--- src/source/mips_consts.svh ---
`ifndef MIPS_CONSTS_SVH
`define MIPS_CONSTS_SVH

// First fetch address after reset.
`define MIPS_RESET_VECTOR 32'h0000_0004
// A jump or branch to this address stops the CPU.
`define MIPS_HALT_ADDR    32'h0000_0000
// Default RAM depth in 32-bit words.
`define RAM_WORDS         256

// Primary opcodes.
`define MIPS_OP_SPECIAL   6'h00
`define MIPS_OP_J         6'h02
`define MIPS_OP_BEQ       6'h04
`define MIPS_OP_ADDIU     6'h09
`define MIPS_OP_ORI       6'h0d
`define MIPS_OP_LUI       6'h0f
`define MIPS_OP_LW        6'h23
`define MIPS_OP_SW        6'h2b

// Function codes for the SPECIAL opcode.
`define MIPS_FN_JR        6'h08
`define MIPS_FN_ADDU      6'h21
`define MIPS_FN_SUBU      6'h23
`define MIPS_FN_AND       6'h24
`define MIPS_FN_OR        6'h25
`define MIPS_FN_XOR       6'h26
`define MIPS_FN_SLTU      6'h2b

`endif

--- src/source/mips_pkg.sv ---
package mips_pkg;

    // Register format.
    typedef struct packed {
        logic [5:0] opcode;
        logic [4:0] rs;
        logic [4:0] rt;
        logic [4:0] rd;
        logic [4:0] shamt;
        logic [5:0] funct;
    } r_fmt_t;

    // Immediate format.
    typedef struct packed {
        logic [5:0]  opcode;
        logic [4:0]  rs;
        logic [4:0]  rt;
        logic [15:0] imm;
    } i_fmt_t;

    // Jump format.
    typedef struct packed {
        logic [5:0]  opcode;
        logic [25:0] target;
    } j_fmt_t;

    // One instruction word seen through each format.
    typedef union packed {
        r_fmt_t r;
        i_fmt_t i;
        j_fmt_t j;
    } mips_instr_t;

    // Master side of the memory-mapped bus.
    typedef struct packed {
        logic        read;
        logic        write;
        logic [31:0] address;
        logic [31:0] writedata;
    } bus_req_t;

    typedef enum logic [2:0] {
        ALU_ADD, ALU_SUB, ALU_AND, ALU_OR, ALU_XOR, ALU_SLTU, ALU_LUI
    } alu_op_t;

    typedef enum logic [2:0] {
        ST_IDLE, ST_FETCH, ST_DECODE, ST_EXECUTE, ST_MEMORY, ST_WRITEBACK, ST_HALTED
    } cpu_state_t;

endpackage

--- src/source/mips_regfile.sv ---
`timescale 1ns/1ps

module mips_regfile (
    input  logic        clk,
    input  logic        arst_n,
    input  logic [4:0]  rs_addr,
    input  logic [4:0]  rt_addr,
    output logic [31:0] rs_data,
    output logic [31:0] rt_data,
    input  logic        wr_en,
    input  logic [4:0]  wr_addr,
    input  logic [31:0] wr_data,
    output logic [31:0] v0
);

    logic [31:0] regs [32];

    // Register 0 is never written, so it reads as zero after reset.
    always_ff @(posedge clk or negedge arst_n) begin
        if (!arst_n) begin
            for (int i = 0; i < 32; i++) begin
                regs[i] <= '0;
            end
        end else if (wr_en && (wr_addr != 5'd0)) begin
            regs[wr_addr] <= wr_data;
        end
    end

    // Asynchronous read ports.
    assign rs_data = regs[rs_addr];
    assign rt_data = regs[rt_addr];

    // Return value register.
    assign v0 = regs[2];

endmodule

--- src/source/mips_alu.sv ---
`timescale 1ns/1ps

module mips_alu
    import mips_pkg::*;
(
    input  alu_op_t     op,
    input  logic [31:0] a,
    input  logic [31:0] b,
    output logic [31:0] result,
    output logic        zero
);

    always_comb begin
        case (op)
            ALU_ADD: begin
                result = a + b;
            end
            ALU_SUB: begin
                result = a - b;
            end
            ALU_AND: begin
                result = a & b;
            end
            ALU_OR: begin
                result = a | b;
            end
            ALU_XOR: begin
                result = a ^ b;
            end
            ALU_SLTU: begin
                // Unsigned compare.
                result = {31'd0, a < b};
            end
            ALU_LUI: begin
                // Immediate moved to the upper half.
                result = {b[15:0], 16'h0000};
            end
            default: begin
                result = '0;
            end
        endcase
    end

    // Equality test for BEQ.
    assign zero = (result == 32'd0);

endmodule

--- src/source/mips_cpu.sv ---
`timescale 1ns/1ps
`include "mips_consts.svh"

module mips_cpu
    import mips_pkg::*;
(
    input  logic        clk,
    input  logic        arst_n,
    output bus_req_t    bus,
    input  logic [31:0] readdata,
    input  logic        waitrequest,
    output logic        active,
    output logic [31:0] register_v0
);

    cpu_state_t  state;
    mips_instr_t ir;
    logic [31:0] pc;
    logic [31:0] target;
    logic        taken_q;
    logic        delay_q;
    logic [31:0] a_q;
    logic [31:0] b_q;
    logic [31:0] alu_q;
    logic [31:0] mdr;

    logic [31:0] rs_data;
    logic [31:0] rt_data;
    logic [31:0] imm_ext;
    logic [31:0] alu_b;
    logic [31:0] alu_result;
    logic        alu_zero;
    logic [31:0] pc_plus4;
    logic [31:0] jump_target;
    logic        jump_taken;

    alu_op_t     alu_op;
    logic        use_imm;
    logic        reg_write;
    logic [4:0]  dest;
    logic        is_load;
    logic        is_store;
    logic        is_beq;
    logic        is_jump;
    logic        is_jr;
    logic        illegal;

    // Instruction decode.
    always_comb begin
        alu_op    = ALU_ADD;
        use_imm   = 1'b0;
        imm_ext   = {{16{ir.i.imm[15]}}, ir.i.imm};
        reg_write = 1'b0;
        dest      = ir.i.rt;
        is_load   = 1'b0;
        is_store  = 1'b0;
        is_beq    = 1'b0;
        is_jump   = 1'b0;
        is_jr     = 1'b0;
        illegal   = 1'b0;
        case (ir.r.opcode)
            `MIPS_OP_SPECIAL: begin
                dest      = ir.r.rd;
                reg_write = 1'b1;
                case (ir.r.funct)
                    `MIPS_FN_ADDU: alu_op = ALU_ADD;
                    `MIPS_FN_SUBU: alu_op = ALU_SUB;
                    `MIPS_FN_AND:  alu_op = ALU_AND;
                    `MIPS_FN_OR:   alu_op = ALU_OR;
                    `MIPS_FN_XOR:  alu_op = ALU_XOR;
                    `MIPS_FN_SLTU: alu_op = ALU_SLTU;
                    `MIPS_FN_JR: begin
                        reg_write = 1'b0;
                        is_jr     = 1'b1;
                    end
                    default: begin
                        reg_write = 1'b0;
                        illegal   = 1'b1;
                    end
                endcase
            end
            `MIPS_OP_ADDIU: begin
                use_imm   = 1'b1;
                reg_write = 1'b1;
            end
            `MIPS_OP_ORI: begin
                alu_op    = ALU_OR;
                use_imm   = 1'b1;
                imm_ext   = {16'h0000, ir.i.imm};
                reg_write = 1'b1;
            end
            `MIPS_OP_LUI: begin
                alu_op    = ALU_LUI;
                use_imm   = 1'b1;
                reg_write = 1'b1;
            end
            `MIPS_OP_LW: begin
                use_imm   = 1'b1;
                reg_write = 1'b1;
                is_load   = 1'b1;
            end
            `MIPS_OP_SW: begin
                use_imm  = 1'b1;
                is_store = 1'b1;
            end
            `MIPS_OP_BEQ: begin
                alu_op = ALU_SUB;
                is_beq = 1'b1;
            end
            `MIPS_OP_J: is_jump = 1'b1;
            default:    illegal = 1'b1;
        endcase
    end

    assign alu_b    = use_imm ? imm_ext : b_q;
    assign pc_plus4 = pc + 32'd4;

    // Targets are relative to the delay slot address.
    always_comb begin
        if (is_jr) begin
            jump_target = a_q;
        end else if (is_jump) begin
            jump_target = {pc_plus4[31:28], ir.j.target, 2'b00};
        end else begin
            jump_target = pc_plus4 + {imm_ext[29:0], 2'b00};
        end
    end

    assign jump_taken = is_jr || is_jump || (is_beq && alu_zero);

    // Address and data come from registers, so they hold under waitrequest.
    always_comb begin
        bus.read      = (state == ST_FETCH) || ((state == ST_MEMORY) && is_load);
        bus.write     = (state == ST_MEMORY) && is_store;
        bus.address   = (state == ST_FETCH) ? pc : alu_q;
        bus.writedata = b_q;
    end

    always_ff @(posedge clk or negedge arst_n) begin
        if (!arst_n) begin
            state   <= ST_IDLE;
            pc      <= `MIPS_RESET_VECTOR;
            taken_q <= 1'b0;
            delay_q <= 1'b0;
        end else begin
            case (state)
                ST_IDLE: state <= ST_FETCH;
                ST_FETCH: begin
                    if (!waitrequest) begin
                        state <= ST_DECODE;
                    end
                end
                ST_DECODE: state <= illegal ? ST_HALTED : ST_EXECUTE;
                ST_EXECUTE: begin
                    taken_q <= jump_taken;
                    state   <= (is_load || is_store) ? ST_MEMORY : ST_WRITEBACK;
                end
                ST_MEMORY: begin
                    if (!waitrequest) begin
                        state <= ST_WRITEBACK;
                    end
                end
                ST_WRITEBACK: begin
                    // A taken jump arms the redirect for after its delay slot.
                    delay_q <= taken_q;
                    taken_q <= 1'b0;
                    if (delay_q) begin
                        pc    <= target;
                        state <= (target == `MIPS_HALT_ADDR) ? ST_HALTED : ST_FETCH;
                    end else begin
                        pc    <= pc_plus4;
                        state <= ST_FETCH;
                    end
                end
                default: state <= ST_HALTED;
            endcase
        end
    end

    // Datapath registers.
    always_ff @(posedge clk) begin
        if ((state == ST_FETCH) && !waitrequest) begin
            ir <= readdata;
        end
        if (state == ST_DECODE) begin
            a_q <= rs_data;
            b_q <= rt_data;
        end
        if (state == ST_EXECUTE) begin
            alu_q <= alu_result;
            if (jump_taken) begin
                target <= jump_target;
            end
        end
        if ((state == ST_MEMORY) && !waitrequest) begin
            mdr <= readdata;
        end
    end

    assign active = (state != ST_IDLE) && (state != ST_HALTED);

    mips_regfile u_regfile (
        .clk     (clk),
        .arst_n  (arst_n),
        .rs_addr (ir.i.rs),
        .rt_addr (ir.i.rt),
        .rs_data (rs_data),
        .rt_data (rt_data),
        .wr_en   ((state == ST_WRITEBACK) && reg_write),
        .wr_addr (dest),
        .wr_data (is_load ? mdr : alu_q),
        .v0      (register_v0)
    );

    mips_alu u_alu (
        .op     (alu_op),
        .a      (a_q),
        .b      (alu_b),
        .result (alu_result),
        .zero   (alu_zero)
    );

endmodule

--- config.mk ---
export PLATFORM = sky130hd
export DESIGN_NAME = mips_cpu
export DESIGN_NICKNAME = d
export VERILOG_FILES = /design/src/source/mips_pkg.sv /design/src/source/mips_regfile.sv /design/src/source/mips_alu.sv /design/src/source/mips_cpu.sv
export VERILOG_INCLUDE_DIRS = /design/src /design/src/source
export SDC_FILE = /design/constraint.sdc
export NUM_CORES = 2
export LEC_CHECK = 0
export BUFFER_PORTS_ARGS = -buffer_cell sky130_fd_sc_hd__clkbuf_2
export CAP_MARGIN = 30
export CORE_MARGIN = 2
export CORE_UTILIZATION = 45
export CTS_BUF_LIST = sky130_fd_sc_hd__clkbuf_8
export CTS_CLUSTER_DIAMETER = 80
export DETAILED_ROUTE_END_ITERATION = 7
export SKIP_CTS_REPAIR_TIMING = 1
export SLEW_MARGIN = 40
export SYNTH_ARGS = -nofsm -noshare
export SYNTH_HDL_FRONTEND = slang
export SYNTH_SLANG_ARGS = --single-unit
--- constraint.sdc ---
create_clock -name clk -period 10.9 [get_ports clk]
set_input_delay 3.27 -clock clk [delete_from_list [all_inputs] [get_ports clk]]
set_output_delay 3.27 -clock clk [all_outputs]
set_load 0.1 [all_outputs]
# [Word-level counts from Yosys, hierarchy flattened]
# Index checks and enable logic that the tools add are counted.
# Widths: inputs -> output; s select.
[word_totals] reg_bits=1253 latch_bits=0 ram_bits=0 romBits=0 input_bits=35 output_inout_bits=99 word_cells=153 memories=0
[op_classes] addsub=4 mul=0 div_mod_pow=0 order_cmp=5 n_eq_ne=28 shifts=0 n_mux=39 bitwise=6 n_reduce_logical=29
[ops] op="$bwmux 1024" n=1
[ops] op="$mux 32" n=12
[ops] op="$bmux 32 s5" n=2
[ops] op="$pmux 32 s7" n=1
[ops] op="$demux 32 s5" n=1
[ops] op="$add 32x32->32" n=2
[ops] op="$logic_not 32->1" n=2
[ops] op="$eq 6x6->1 const B" n=8
[ops] op="$add 32x3->32 const B" n=1
[ops] op="$and 32x32->32" n=1
[ops] op="$lt 32x32->1" n=1
[ops] op="$or 32x32->32" n=1
[ops] op="$sub 32x32->32" n=1
[ops] op="$xor 32x32->32" n=1
[ops] op="$eq 6x4->1 const B" n=4
[ops] op="$ge 6x6->1 const B" n=3
[ops] op="$not 5->6" n=3
[ops] op="$pmux 3 s6" n=1
[ops] op="$eq 3x3->1 const B" n=5
[ops] op="$mux 3" n=5
[ops] op="$pmux 3 s5" n=1
[ops] op="$reduce_or 7->1" n=2
[ops] op="$eq 3x2->1 const B" n=4
[ops] op="$pmux 3 s4" n=1
[ops] op="other kinds (21)" n=47

# [Logic depth before layout (Yosys ltp)]
[depth] depth_word=10 depth_mapped=25 ltp_nobuf=22

# [Hierarchy]
# A second synthesis with hierarchy kept.
[unflattened] hier_cells=6555 area_unflattened_um2=73804.5
[modules_own_cells] module="mips_regfile" n_inst=1 cells_per_inst=4633 area_per_inst_um2=56182.6 seq_area_each_um2=25624.6
[modules_own_cells] module="mips_cpu" n_inst=1 cells_per_inst=1018 area_per_inst_um2=11858.9 seq_area_each_um2=6692.7
[modules_own_cells] module="mips_alu" n_inst=1 cells_per_inst=904 area_per_inst_um2=5763.0 seq_area_each_um2=0.0

# [Least setup slack after synthesis]
# OpenSTA, ideal clock, no wires.
[synth_timing] kind="reg2out" startpoint="reg ir[28] (netlist bit)" endpoint="out bus[64] (netlist bit)" arrival_ns=4.193 t_required_ns=7.630 path_slack_ns=3.437 path_stages_with_launch=6 path_buffers=2 path_cell_list="edfxtp_1 > clkbuf_1 > nor2b_1 > clkbuf_1 > nand3_1 > nor4b_1"
[synth_lines] element="start, declared" line_no="mips_cpu.sv:17" rtl="mips_instr_t ir;"
[synth_lines] element="start signal, assigned" line_no="mips_cpu.sv:183" rtl="ir <= readdata;"
[synth_lines] element="end, declared" line_no="mips_cpu.sv:9" rtl="output bus_req_t bus,"

==> results.md <==
* Status: complete, no violations
* DR WL/cell at 29.63 um
* Setup TNS Final at 0 ns
* # fillers at approximately 14000
* 1st-iter DRT viols at between 6000 and 7000
* Dpl cells at between 7000 and 8000
* Initial Util at a little under half
* VDD IR max at 143.6 uV
* Switching Share at 35.95%
* Slew HR at between 30% and 40%
* Global-route wire length before repair at ~360000 um
* Clock Path Buffers at 3
* Layout cell share with drive strength beyond 1 at 23.29%
* Worst Hold Depth at 0
* Top_reg_cell synth: dfrtp_1
* Period utilization at between 60% and 70%
* Worst-margin pin slew at 0.9244 ns
* Most frequent cells in the layout: dfrtp_1, nor2_1, a21oi_1
* Syn Nets at roughly 6300
* Vias in the first global route at ~51000
* H-tree depth at 4
* Psw at approximately 4.7 mW
* Worst Setup Start Kind: flip-flop
* Initial antenna violation count at 7
* DRC violation count after routing at 0
* Register area share after synthesis at between 40% and 50%
* Reg-to-Reg End: target[6]
* Worst-path clk slew at about 0.060 ns
* Final net count at about 6200
* Initial DRT Pass Iterations at 6
* Syn_area_per_cell at 11.22 um2
* Max Transition Viols Final at 0
* DR vias/cell at around 6.3
* All-Layer GR Usage at 31.34%
* Critical Path AT at 3.81 ns
* Clk Latency, worst-skew pair at slightly below 1 ns
* Hold Fails Final Rpt at 0
* Layout area overhead at 10.62%
* Synthesized flop and latch total at 1253
* Power share of the clock group at 32.8%
* CP Max Fanout at 33
* Final Util at about half
* PwrDens at approximately 170 nW/um2
* Largest net degree at the start of global routing at 152
* Reg2Reg Depth at 22
* Pint at roughly 8.5 mW
* Hold crit path type: reg2reg
* GPL Wtd Cong at between 1 and 1.5
* Top achievable clock speed at ~0.14 GHz
* Die Y at about 400 um
* Post-detail-place hpwl at 159500 um
* Global route overflow at 0
* Yosys synthesis warning count at 0
* Worst R2R Start: ir[28]
* TritonCTS buffer count at between 200 and 250
* Post-synthesis cell area at approximately 69000 um2
* Die area at 156600 um2
* Most common cell after layout, fill and taps aside: dfrtp_1
* Core Box Area at roughly 150000 um2
* Die Wd at just under 400 um
* RSZ-0062 raised after global routing: false
* Setup crit end kind: output pin
* Async S/R FF share, synth at roughly 85%
* CTS tree: yes
* Reg2Reg Setup Slack at approximately 4 ns
* Combinational share of power at between 20% and 30%
* Distinct cells, synth at between 90 and 100
* Final setup violation count at 0
* Part of the power in registers at slightly above 40%
* Post-route ant nets at 0
* Critical path type: reg2out
* Tmin final at between 7 and 8 ns
* Worst Hold End: u_regfile.regs[1000]
* Final Non-Filler Cells at slightly above 8000
* Rows at 143
* Critical Path RT at ~7.6 ns
* HP Start: u_regfile.regs[1000]
* WL final at 244600 um
* Root Buffer: clkbuf_8
* IO buf count at about 130
* Max_cap viols at 0
* CTS Sinks at 1253
* Worst Skew at 0.04892 ns
* Post-synth EDFFs at between 150 and 200
* Cells after synthesis at a little over 6000
* Static Leak at ~33 nW
* Io pins at 134
* Vias at around 52000
synthesized netlist by cell type, drive strengths merged, types with 25 or more instances:
library cell | count | area share [%]
mux4 | 640 | 21
dfrtp | 1060 | 38
ha | 134 | 2.4
mux2i | 57 | 0.84
xnor2 | 40 | 0.51
buf | 108 | 0.81
nor3 | 57 | 0.43
clkbuf | 508 | 2.8
nor2 | 861 | 4.7
a21o | 47 | 0.51
mux2 | 102 | 1.7
nand3 | 64 | 0.46
a21oi | 828 | 6.0
o21ai | 440 | 3.2
edfxtp | 192 | 8.3
nand2 | 457 | 2.5
a211oi | 33 | 0.36
o22ai | 25 | 0.23
inv | 109 | 0.59
a31oi | 26 | 0.24
worst max-delay path, stage by stage (launching register included):
cell      delay (ns)
edfxtp_1        0.55
nor2b_1         0.48
nand2_1         0.24
or3_4           0.38
buf_6           0.30
nor2_1          0.16
nor2_1          0.06
nor2_1          0.17
clkbuf_2        0.50
how the worst max path moves through the flow:
stage | start | to | slack (ns) | cells past startpoint
2_1_floorplan | ir[28] | bus[64] | 3.44 | 5
3_3_place_gp | ir[28] | target[3] | 4.16 | 22
3_5_place_dp | ir[28] | target[1] | 4.06 | 22
4_1_cts | ir[28] | bus[65] | 3.80 | 8
5_1_grt | ir[28] | target[6] | 3.55 | 22
6_report | ir[28] | bus[65] | 3.82 | 8
metal layers:
layer	GRT usage (%)	vias up	part of all wire, %
met1	44.99	26923	42
met5	0	-	0.013
met2	46.63	2425	45
met4	15.28	4	5.4
li1	-	22363	-
met3	5.006	474	8.1
sequential cells by signal (all words and copies together), names as in the netlist:
register	cells
u_regfile.regs	992
mdr	32
taken_q	1
delay_q	1
b_q	32
u_regfile.v0	32
state	3
alu_q	32
ir	32
target	32
pc	32
a_q	32
cell families (layout without fill, tap and decap cells):
| logic type | Yosys count | after routing | share of synthesized area (%) |
|---|---|---|---|
| AND/OR/NAND/NOR | 1609 | 1609 | 9.728 |
| flip-flops | 1253 | 1253 | 46.80 |
| buffers and inverters | 726 | 790 | 4.167 |
| XOR/XNOR | 62 | 62 | 0.7864 |
| AO/OA/AOI/OAI | 1567 | 1567 | 12.62 |
| other | 0 | 7 | 0 |
| multiplexers | 799 | 799 | 23.38 |
| adder cells (fa/ha/maj) | 137 | 137 | 2.515 |
final cells by class:
class	count	area [um2]	area share, %
timing repair buffer	290	2430	3.181
tap	2030	2540	3.325
clock buffer	249	3427	4.486
sequential	1253	32320	42.31
inverter	110	412.9	0.5405
clock inverter	141	877.1	1.148
multi-input combinational	4174	34370	44.99
antenna	7	17.52	0.02293
metrics by stage:
| step | setup slack [ns] | area [um2] | power (mW) | hold WS [ns] |
|---|---|---|---|---|
| 3_3_place_gp | 4.158 | 71340 | 8.824 | 0.3764 |
| 6_report | 3.824 | 76390 | 13.20 | 0.3944 |
| 3_5_place_dp | 4.063 | 71980 | 8.876 | 0.3830 |
| 2_1_floorplan | 3.437 | 69060 | 7.745 | 0.4411 |
| 4_1_cts | 3.801 | 76290 | 13.21 | 0.3964 |
| 5_1_grt | 3.552 | 76380 | 13.72 | 0.4082 |
power by group through the flow:
stage | clock, mW | combinational, mW | sequential [mW]
after CTS | 4.40 | 3.35 | 5.46
after floorplan | 0 | 2.25 | 5.49
after global placement | 0 | 3.29 | 5.54
after detailed placement | 0 | 3.33 | 5.54
final | 4.33 | 3.39 | 5.48
after global routing | 4.61 | 3.61 | 5.49
Note: power is estimated with default switching activity, not from simulation.
